### src/cache_pkg.sv
package cache_pkg;

  // cache geometry
  localparam int XLEN = 32;
  localparam int SETS = 8;
  localparam int WORDS = 4;
  localparam int SET_BITS = 3;
  localparam int WORD_BITS = 2;
  // two address bits are the byte offset inside a word
  localparam int TAG_BITS = XLEN - SET_BITS - WORD_BITS - 2;
  localparam int QUEUE_DEPTH = 4;

  typedef enum logic [1:0] {
    INVALID  = 2'b00,
    VALID    = 2'b01,
    MODIFIED = 2'b10
  } cache_state_e;

  // load/store request from the core
  typedef struct packed {
    logic            write;
    logic [XLEN-1:0] address;
    logic [XLEN-1:0] data;
  } cache_req_t;

  // load data, or the stored word for a store acknowledge
  typedef struct packed {
    logic [XLEN-1:0] data;
    logic            write;
  } cache_rsp_t;

  // word 0 sits at the lowest address of the line
  typedef logic [WORDS-1:0][XLEN-1:0] line_t;

  typedef struct packed {
    logic [XLEN-1:0] address;
    line_t           line;
  } wb_record_t;

  typedef struct packed {
    logic            write;
    logic [XLEN-1:0] address;
    line_t           line;
  } mem_req_t;

endpackage

### src/cache_lookup.sv
`timescale 1ns/1ps

module cache_lookup (
  input  logic                         global_bus,
  input  logic                         rst_n,
  input  cache_pkg::cache_req_t        req,
  input  logic                         req_empty,
  output logic                         req_pop,
  output logic                         rsp_valid,
  output cache_pkg::cache_rsp_t        rsp,
  output logic                         miss_valid,
  output logic [cache_pkg::XLEN-1:0]   miss_address,
  input  logic                         refill_valid,
  input  cache_pkg::line_t             refill_line,
  output logic                         wb_push,
  output cache_pkg::wb_record_t        wb_record,
  input  logic                         wb_full
);

  typedef enum logic [1:0] {
    LK_IDLE,
    LK_LOOKUP,
    LK_REFILL
  } lookup_state_e;

  lookup_state_e state_q;
  cache_pkg::cache_req_t stage_q;
  cache_pkg::cache_rsp_t rsp_q;
  logic rsp_valid_q;

  // tag, state and data arrays
  logic [cache_pkg::TAG_BITS-1:0] tag_q [cache_pkg::SETS];
  cache_pkg::cache_state_e line_state_q [cache_pkg::SETS];
  cache_pkg::line_t data_q [cache_pkg::SETS];

  logic [cache_pkg::TAG_BITS-1:0]  tag;
  logic [cache_pkg::SET_BITS-1:0]  set;
  logic [cache_pkg::WORD_BITS-1:0] word;
  logic hit;
  logic victim_dirty;
  cache_pkg::line_t refill_merged;

  // address split of the request held in the stage
  assign tag  = stage_q.address[cache_pkg::XLEN-1 -: cache_pkg::TAG_BITS];
  assign set  = stage_q.address[cache_pkg::WORD_BITS+2 +: cache_pkg::SET_BITS];
  assign word = stage_q.address[2 +: cache_pkg::WORD_BITS];

  assign hit = (line_state_q[set] != cache_pkg::INVALID) && (tag_q[set] == tag);
  assign victim_dirty = (line_state_q[set] == cache_pkg::MODIFIED);

  // a dirty miss waits here until the write buffer has room
  assign miss_valid   = (state_q == LK_LOOKUP) && !hit && !(victim_dirty && wb_full);
  assign miss_address = stage_q.address;
  assign wb_push      = miss_valid && victim_dirty;
  assign wb_record    = '{
    address: {tag_q[set], set, {(cache_pkg::WORD_BITS + 2){1'b0}}},
    line:    data_q[set]
  };

  assign req_pop   = (state_q == LK_IDLE) && !req_empty;
  assign rsp_valid = rsp_valid_q;
  assign rsp       = rsp_q;

  // refilled line with the pending store folded in
  always_comb begin
    refill_merged = refill_line;
    if (stage_q.write) begin
      refill_merged[word] = stage_q.data;
    end
  end

  always_ff @(posedge global_bus) begin
    if (!rst_n) begin
      state_q     <= LK_IDLE;
      rsp_valid_q <= 1'b0;
      for (int i = 0; i < cache_pkg::SETS; i++) begin
        line_state_q[i] <= cache_pkg::INVALID;
      end
    end else begin
      rsp_valid_q <= 1'b0;
      case (state_q)
        LK_IDLE: begin
          if (req_pop) begin
            state_q <= LK_LOOKUP;
          end
        end
        LK_LOOKUP: begin
          if (hit) begin
            rsp_valid_q <= 1'b1;
            state_q     <= LK_IDLE;
            if (stage_q.write) begin
              line_state_q[set] <= cache_pkg::MODIFIED;
            end
          end else if (miss_valid) begin
            state_q <= LK_REFILL;
          end
        end
        LK_REFILL: begin
          if (refill_valid) begin
            rsp_valid_q       <= 1'b1;
            state_q           <= LK_IDLE;
            line_state_q[set] <= stage_q.write ? cache_pkg::MODIFIED : cache_pkg::VALID;
          end
        end
        default: state_q <= LK_IDLE;
      endcase
    end
  end

  // request stage, arrays and response payload
  always_ff @(posedge global_bus) begin
    if (req_pop) begin
      stage_q <= req;
    end
    if (state_q == LK_LOOKUP && hit) begin
      rsp_q.write <= stage_q.write;
      rsp_q.data  <= stage_q.write ? stage_q.data : data_q[set][word];
      if (stage_q.write) begin
        data_q[set][word] <= stage_q.data;
      end
    end
    if (state_q == LK_REFILL && refill_valid) begin
      tag_q[set]  <= tag;
      data_q[set] <= refill_merged;
      rsp_q.write <= stage_q.write;
      rsp_q.data  <= refill_merged[word];
    end
  end

endmodule

### src/data_cache_top.sv
`timescale 1ns/1ps

module data_cache_top (
  input  logic                  global_bus,
  input  logic                  rst_n,
  input  logic                  req_valid,
  input  cache_pkg::cache_req_t req,
  output logic                  req_ready,
  output logic                  rsp_valid,
  output cache_pkg::cache_rsp_t rsp,
  output logic                  mem_valid,
  output cache_pkg::mem_req_t   mem_req,
  input  logic                  mem_ready,
  input  logic                  mem_rsp_valid,
  input  cache_pkg::line_t      mem_rsp_line
);

  // request queue
  cache_pkg::cache_req_t queued_req;
  logic req_full;
  logic req_empty;
  logic req_pop;

  // write buffer
  cache_pkg::wb_record_t wb_record_in;
  cache_pkg::wb_record_t wb_record_out;
  logic wb_push;
  logic wb_pop;
  logic wb_full;
  logic wb_empty;

  // miss and refill path
  logic miss_valid;
  logic [cache_pkg::XLEN-1:0] miss_address;
  logic refill_valid;
  cache_pkg::line_t refill_line;
  logic rd_valid;
  logic [cache_pkg::XLEN-1:0] rd_address;
  logic rd_ready;
  logic rd_rsp_valid;
  cache_pkg::line_t rd_line;

  assign req_ready = !req_full;

  request_fifo #(
    .payload_t(cache_pkg::cache_req_t)
  ) i_request_queue (
    .global_bus(global_bus),
    .rst_n     (rst_n),
    .push      (req_valid),
    .push_data (req),
    .pop       (req_pop),
    .pop_data  (queued_req),
    .full      (req_full),
    .empty     (req_empty)
  );

  cache_lookup i_cache_lookup (
    .global_bus  (global_bus),
    .rst_n       (rst_n),
    .req         (queued_req),
    .req_empty   (req_empty),
    .req_pop     (req_pop),
    .rsp_valid   (rsp_valid),
    .rsp         (rsp),
    .miss_valid  (miss_valid),
    .miss_address(miss_address),
    .refill_valid(refill_valid),
    .refill_line (refill_line),
    .wb_push     (wb_push),
    .wb_record   (wb_record_in),
    .wb_full     (wb_full)
  );

  request_fifo #(
    .payload_t(cache_pkg::wb_record_t)
  ) i_write_buffer (
    .global_bus(global_bus),
    .rst_n     (rst_n),
    .push      (wb_push),
    .push_data (wb_record_in),
    .pop       (wb_pop),
    .pop_data  (wb_record_out),
    .full      (wb_full),
    .empty     (wb_empty)
  );

  miss_handler i_miss_handler (
    .global_bus  (global_bus),
    .rst_n       (rst_n),
    .miss_valid  (miss_valid),
    .miss_address(miss_address),
    .rd_valid    (rd_valid),
    .rd_address  (rd_address),
    .rd_ready    (rd_ready),
    .rd_rsp_valid(rd_rsp_valid),
    .rd_line     (rd_line),
    .refill_valid(refill_valid),
    .refill_line (refill_line)
  );

  memory_arbiter i_memory_arbiter (
    .global_bus   (global_bus),
    .rst_n        (rst_n),
    .wb_record    (wb_record_out),
    .wb_empty     (wb_empty),
    .wb_pop       (wb_pop),
    .rd_valid     (rd_valid),
    .rd_address   (rd_address),
    .rd_ready     (rd_ready),
    .rd_rsp_valid (rd_rsp_valid),
    .rd_line      (rd_line),
    .mem_valid    (mem_valid),
    .mem_req      (mem_req),
    .mem_ready    (mem_ready),
    .mem_rsp_valid(mem_rsp_valid),
    .mem_rsp_line (mem_rsp_line)
  );

endmodule

### src/memory_arbiter.sv
`timescale 1ns/1ps

module memory_arbiter (
  input  logic                       global_bus,
  input  logic                       rst_n,
  input  cache_pkg::wb_record_t      wb_record,
  input  logic                       wb_empty,
  output logic                       wb_pop,
  input  logic                       rd_valid,
  input  logic [cache_pkg::XLEN-1:0] rd_address,
  output logic                       rd_ready,
  output logic                       rd_rsp_valid,
  output cache_pkg::line_t           rd_line,
  output logic                       mem_valid,
  output cache_pkg::mem_req_t        mem_req,
  input  logic                       mem_ready,
  input  logic                       mem_rsp_valid,
  input  cache_pkg::line_t           mem_rsp_line
);

  typedef enum logic [1:0] {
    ARB_IDLE,
    ARB_WRITE,
    ARB_READ,
    ARB_WAIT
  } arb_state_e;

  arb_state_e state_q;
  cache_pkg::mem_req_t mem_req_q;

  // request is latched once, so it holds steady until mem_ready
  assign mem_valid = (state_q == ARB_WRITE) || (state_q == ARB_READ);
  assign mem_req   = mem_req_q;

  assign wb_pop       = (state_q == ARB_WRITE) && mem_ready;
  assign rd_ready     = (state_q == ARB_READ) && mem_ready;
  assign rd_rsp_valid = (state_q == ARB_WAIT) && mem_rsp_valid;
  assign rd_line      = mem_rsp_line;

  always_ff @(posedge global_bus) begin
    if (!rst_n) begin
      state_q <= ARB_IDLE;
    end else begin
      case (state_q)
        // drains first, reads only once the buffer is empty
        ARB_IDLE: begin
          if (!wb_empty) begin
            state_q <= ARB_WRITE;
          end else if (rd_valid) begin
            state_q <= ARB_READ;
          end
        end
        ARB_WRITE: if (mem_ready) state_q <= ARB_IDLE;
        ARB_READ:  if (mem_ready) state_q <= ARB_WAIT;
        ARB_WAIT:  if (mem_rsp_valid) state_q <= ARB_IDLE;
        default:   state_q <= ARB_IDLE;
      endcase
    end
  end

  always_ff @(posedge global_bus) begin
    if (state_q == ARB_IDLE) begin
      if (!wb_empty) begin
        mem_req_q <= '{write: 1'b1, address: wb_record.address, line: wb_record.line};
      end else if (rd_valid) begin
        mem_req_q <= '{write: 1'b0, address: rd_address, line: '0};
      end
    end
  end

endmodule

### src/miss_handler.sv
`timescale 1ns/1ps

module miss_handler (
  input  logic                       global_bus,
  input  logic                       rst_n,
  input  logic                       miss_valid,
  input  logic [cache_pkg::XLEN-1:0] miss_address,
  output logic                       rd_valid,
  output logic [cache_pkg::XLEN-1:0] rd_address,
  input  logic                       rd_ready,
  input  logic                       rd_rsp_valid,
  input  cache_pkg::line_t           rd_line,
  output logic                       refill_valid,
  output cache_pkg::line_t           refill_line
);

  typedef enum logic [1:0] {
    MH_IDLE,
    MH_REQUEST,
    MH_WAIT_DATA,
    MH_DELIVER
  } miss_state_e;

  miss_state_e state_q;
  logic [cache_pkg::XLEN-1:0] line_address_q;
  cache_pkg::line_t line_q;

  assign rd_valid     = (state_q == MH_REQUEST);
  assign rd_address   = line_address_q;
  // returned line goes to lookup as a single-cycle pulse
  assign refill_valid = (state_q == MH_DELIVER);
  assign refill_line  = line_q;

  always_ff @(posedge global_bus) begin
    if (!rst_n) begin
      state_q <= MH_IDLE;
    end else begin
      case (state_q)
        MH_IDLE: begin
          if (miss_valid) begin
            state_q <= MH_REQUEST;
          end
        end
        MH_REQUEST: begin
          if (rd_ready) begin
            state_q <= MH_WAIT_DATA;
          end
        end
        MH_WAIT_DATA: begin
          if (rd_rsp_valid) begin
            state_q <= MH_DELIVER;
          end
        end
        MH_DELIVER: state_q <= MH_IDLE;
        default:    state_q <= MH_IDLE;
      endcase
    end
  end

  always_ff @(posedge global_bus) begin
    // keep only the line-aligned part of the address
    if (state_q == MH_IDLE && miss_valid) begin
      line_address_q <= {miss_address[cache_pkg::XLEN-1:cache_pkg::WORD_BITS+2],
                         {(cache_pkg::WORD_BITS + 2){1'b0}}};
    end
    if (state_q == MH_WAIT_DATA && rd_rsp_valid) begin
      line_q <= rd_line;
    end
  end

endmodule

### src/request_fifo.sv
`timescale 1ns/1ps

module request_fifo #(
  parameter type payload_t = cache_pkg::cache_req_t
) (
  input  logic     global_bus,
  input  logic     rst_n,
  input  logic     push,
  input  payload_t push_data,
  input  logic     pop,
  output payload_t pop_data,
  output logic     full,
  output logic     empty
);

  payload_t entries [cache_pkg::QUEUE_DEPTH];

  logic [$clog2(cache_pkg::QUEUE_DEPTH)-1:0] wr_ptr;
  logic [$clog2(cache_pkg::QUEUE_DEPTH)-1:0] rd_ptr;
  logic [$clog2(cache_pkg::QUEUE_DEPTH):0]   count;
  logic                                      do_push;
  logic                                      do_pop;

  // requests against a full or empty queue are dropped
  assign do_push = push && !full;
  assign do_pop  = pop && !empty;

  assign full     = (count == cache_pkg::QUEUE_DEPTH);
  assign empty    = (count == '0);
  assign pop_data = entries[rd_ptr];

  always_ff @(posedge global_bus) begin
    if (!rst_n) begin
      wr_ptr <= '0;
      rd_ptr <= '0;
      count  <= '0;
    end else begin
      if (do_push) begin
        wr_ptr <= wr_ptr + 1'b1;
      end
      if (do_pop) begin
        rd_ptr <= rd_ptr + 1'b1;
      end
      // occupancy only moves when exactly one side fires
      if (do_push && !do_pop) begin
        count <= count + 1'b1;
      end else if (do_pop && !do_push) begin
        count <= count - 1'b1;
      end
    end
  end

  // storage, pointers wrap on the power-of-two depth
  always_ff @(posedge global_bus) begin
    if (do_push) begin
      entries[wr_ptr] <= push_data;
    end
  end

endmodule

### config.mk
export PLATFORM = sky130hd
export DESIGN_NAME = data_cache_top
export DESIGN_NICKNAME = d
export VERILOG_FILES = /design/src/cache_pkg.sv /design/src/cache_lookup.sv /design/src/data_cache_top.sv /design/src/memory_arbiter.sv /design/src/miss_handler.sv /design/src/request_fifo.sv
export SDC_FILE = /design/constraint.sdc
export NUM_CORES = 2
export LEC_CHECK = 0
export ABC_AREA = 1
export BUFFER_PORTS_ARGS = -buffer_cell sky130_fd_sc_hd__buf_2
export CAP_MARGIN = 10
export CORE_MARGIN = 5
export CORE_UTILIZATION = 30
export CTS_BUF_LIST = sky130_fd_sc_hd__clkbuf_16
export DETAILED_ROUTE_END_ITERATION = 12
export GPL_TIMING_DRIVEN = 0
export HOLD_SLACK_MARGIN = 0.1
export PLACE_DENSITY = 0.45
export SETUP_SLACK_MARGIN = 0.4
export SYNTH_ARGS = -nofsm -noshare
export SYNTH_HDL_FRONTEND = slang
export SYNTH_HIERARCHICAL = 1
export SYNTH_SLANG_ARGS = --single-unit
### constraint.sdc
create_clock -name global_bus -period 20.7 [get_ports global_bus]
set_input_delay 1.035 -clock global_bus [delete_from_list [all_inputs] [get_ports global_bus]]
set_output_delay 1.035 -clock global_bus [all_outputs]
set_load 0.01 [all_outputs]
==> flow_summary.toml <==
[power]
peakVddDrop_v = 0.00008632
leakagePower_nw = 42.77
powerDensity_nw_per_um2 = 163.9

[sta]
finalHoldViolCount = 0
setup_tns_ns = 0
rsz0062_at_grt = "no"
skew_ns = 0.06661
period_share_pct = 29.75
fmax_mhz = 162.4
fin_crit_ns = 6.158
worst_slew_pin_slew_ns = 1.540
slew_headroom_pct = -3.290
setup_ws_ns = 14.54
finalMaxSlewViolations = 10
setup_viol = 0

[floorplan]
die_y_um = 596.7
fp-row-count = 215
dieArea_um2 = 356000
ios = 395
dieWidth_um = 596.7
start_util_pct = 30.10
core_area_um2 = 343000

[clock_network]
cts_tree = "done"
ctsResizeCount = 0
post_cts_buffers = 0
cts_root_buffer = "clkbuf_16"
clk_latency_ns = 0.91
cts_buffer_depth = 4
cts_buffers = 297
path_clk_slew_ns = 0.06
htree_num_levels = 5
clock_sinks = 2573
holdBufCountCts = 0

[placement]
globalplace.congestion = 0.9365
dp_hpwl_um = 303400
dp_slack_ns = 14.56
dp.cells = 13086
io_buffers = 264

[global_route]
grt_pass1_vias = 66754
grt_util_all_layers_pct = 22.20
grt-ovfl-total = 0
antenna_found_initial = 66
grt_pass1_wl_um = 553900
grt_max_degree = 99

[setup_path]
path_max_fanout = 26
cp_common_cell = "nand2_1"
slowest_delay_ns = 0.74
endpoint_kind = "flop"
crit_buf_inv = 7
crit_chain = "inv_2 > buf_1 > nand3_1 > nand2_1 > nand2_1 > nand2_1 > nor2_1 > nand3_1 > nor2_1 > nand2_1 > nand2_1 > nor3_1 > nand2_1 > nor2_4 > buf_12 > buf_12 > buf_12 > buf_12 > buf_12"
startpoint_type = "flop"
cpMaxStageDelayCell = "nor2_4"
critPathTopFamily = "simple AND/OR/NAND/NOR gates"
critPathKind = "flop to flop"
required_ns = 21.29
cp.arrival_ns = 6.75

[drt]
drt_iter0_drc = 8782
vias = 71145
wl_met3_um = 45780
dr_wl_met2_um = 172100
drc = 0
drt_pass1_iterations = 6
routed_wl_um = 411200
viasPerCell = 5.209
wl_met1_um = 177500
routed.top_layer = "met5"
wl_per_cell_um = 30.11
ant_nets = 0

[outcome]
status = "complete, but fails checks"
violations = "capacitance limit, slew limit"

[final_layout]
area_delta_synth_final_pct = 19.22
final_nets = 9067
nFillCells = 33313
drive_above_1_share_pct = 14.94
layoutNonFillerInstCount = 13658

[min_path]
hp-class = "primary input to flop"

[run]
maxCapViolCount = 3

[synth]
synthCells = 8075
syn_area_um2 = 103300
yosysWarnings = 6
avgSynthCellArea_um2 = 12.79
[power by group]
part / leakage [nW] / internal [mW] / switching [mW]
clock network: 4.76 / 2.89 / 2.12
registers: 23.3 / 7.12 / 0.310
logic: 14.7 / 1.69 / 6.04
[layout make-up]
type	instances	area, µm²	share of cell area, %
inverters	363	1379	1.120
well taps	4557	5702	4.632
clock inverters	217	1549	1.258
clock buffers	305	7632	6.200
multi-input cells	4493	21690	17.62
plain buffers	652	3660	2.973
flip-flops and latches	2573	76980	62.54
repair buffers	465	4417	3.588
diodes	33	82.58	0.06709
[worst paths after layout]
path	slack, ns	depth (start not counted)	startpoint	end
setup / recovery	14.54	19	flop	i_write_buffer/entries[1][24]
hold / removal	0.31	1	mem_rsp_line[44]	i_miss_handler/refill_line[44]
setup reg to reg	14.54	19	flop	i_write_buffer/entries[1][24]
hold reg to reg	0.49	2	i_cache_lookup/state_q[1]	i_cache_lookup/state_q[1]
[cell usage in the layout, fill, tap and decap left out, types with 33 or more instances in the layout]
cell type	n
edfxtp_1	2545
clkinv_2	34
inv_1	420
buf_4	228
mux2i_1	64
o21ai_0	946
o22ai_1	447
nand2_1	849
nor2_1	1449
clkbuf_16	305
a31oi_1	77
buf_12	84
nor2_4	69
o21ai_1	270
buf_6	77
nand3_1	128
clkbuf_1	249
clkinv_1	72
buf_2	420
diode_2	33
[stage by stage]
stage	area, µm²	hold WS (ns)	power, mW	utilization [%]
after floorplan	103300	0.4558	10.86	-
after global placement	110300	0.4651	14.81	32.16
after detailed placement	113700	0.4758	15.02	33.14
after CTS	122800	0.2344	20.05	35.82
after global routing	123000	0.2770	20.82	35.87
final	123100	0.3104	20.18	35.89
[layer usage]
metal  vias up  GRT usage, %
li1      30493             -
met1     36108         31.93
met2      3854         32.13
met3       670         6.115
met4        20         7.705
met5         -             0
[registers in the layout, summed over array words and instances, names as in the netlist, named ones only]
name / flops
i_cache_lookup/data_q: 1024
i_write_buffer/entries: 640
i_request_queue/entries: 252
i_cache_lookup/tag_q: 200
i_memory_arbiter/mem_req: 161
i_miss_handler/refill_line: 128
i_cache_lookup/rsp: 33
i_cache_lookup/stage_q: 33
i_cache_lookup/miss_address: 30
i_miss_handler/rd_address: 28
i_cache_lookup/line_state_q: 16
i_request_queue/count: 3
i_write_buffer/count: 3
i_cache_lookup/state_q: 2
i_memory_arbiter/state_q: 2
i_miss_handler/state_q: 2
i_request_queue/rd_ptr: 2
i_request_queue/wr_ptr: 2
i_write_buffer/rd_ptr: 2
i_write_buffer/wr_ptr: 2
i_cache_lookup/rsp_valid: 1
Power figures use the tool's default switching activity.
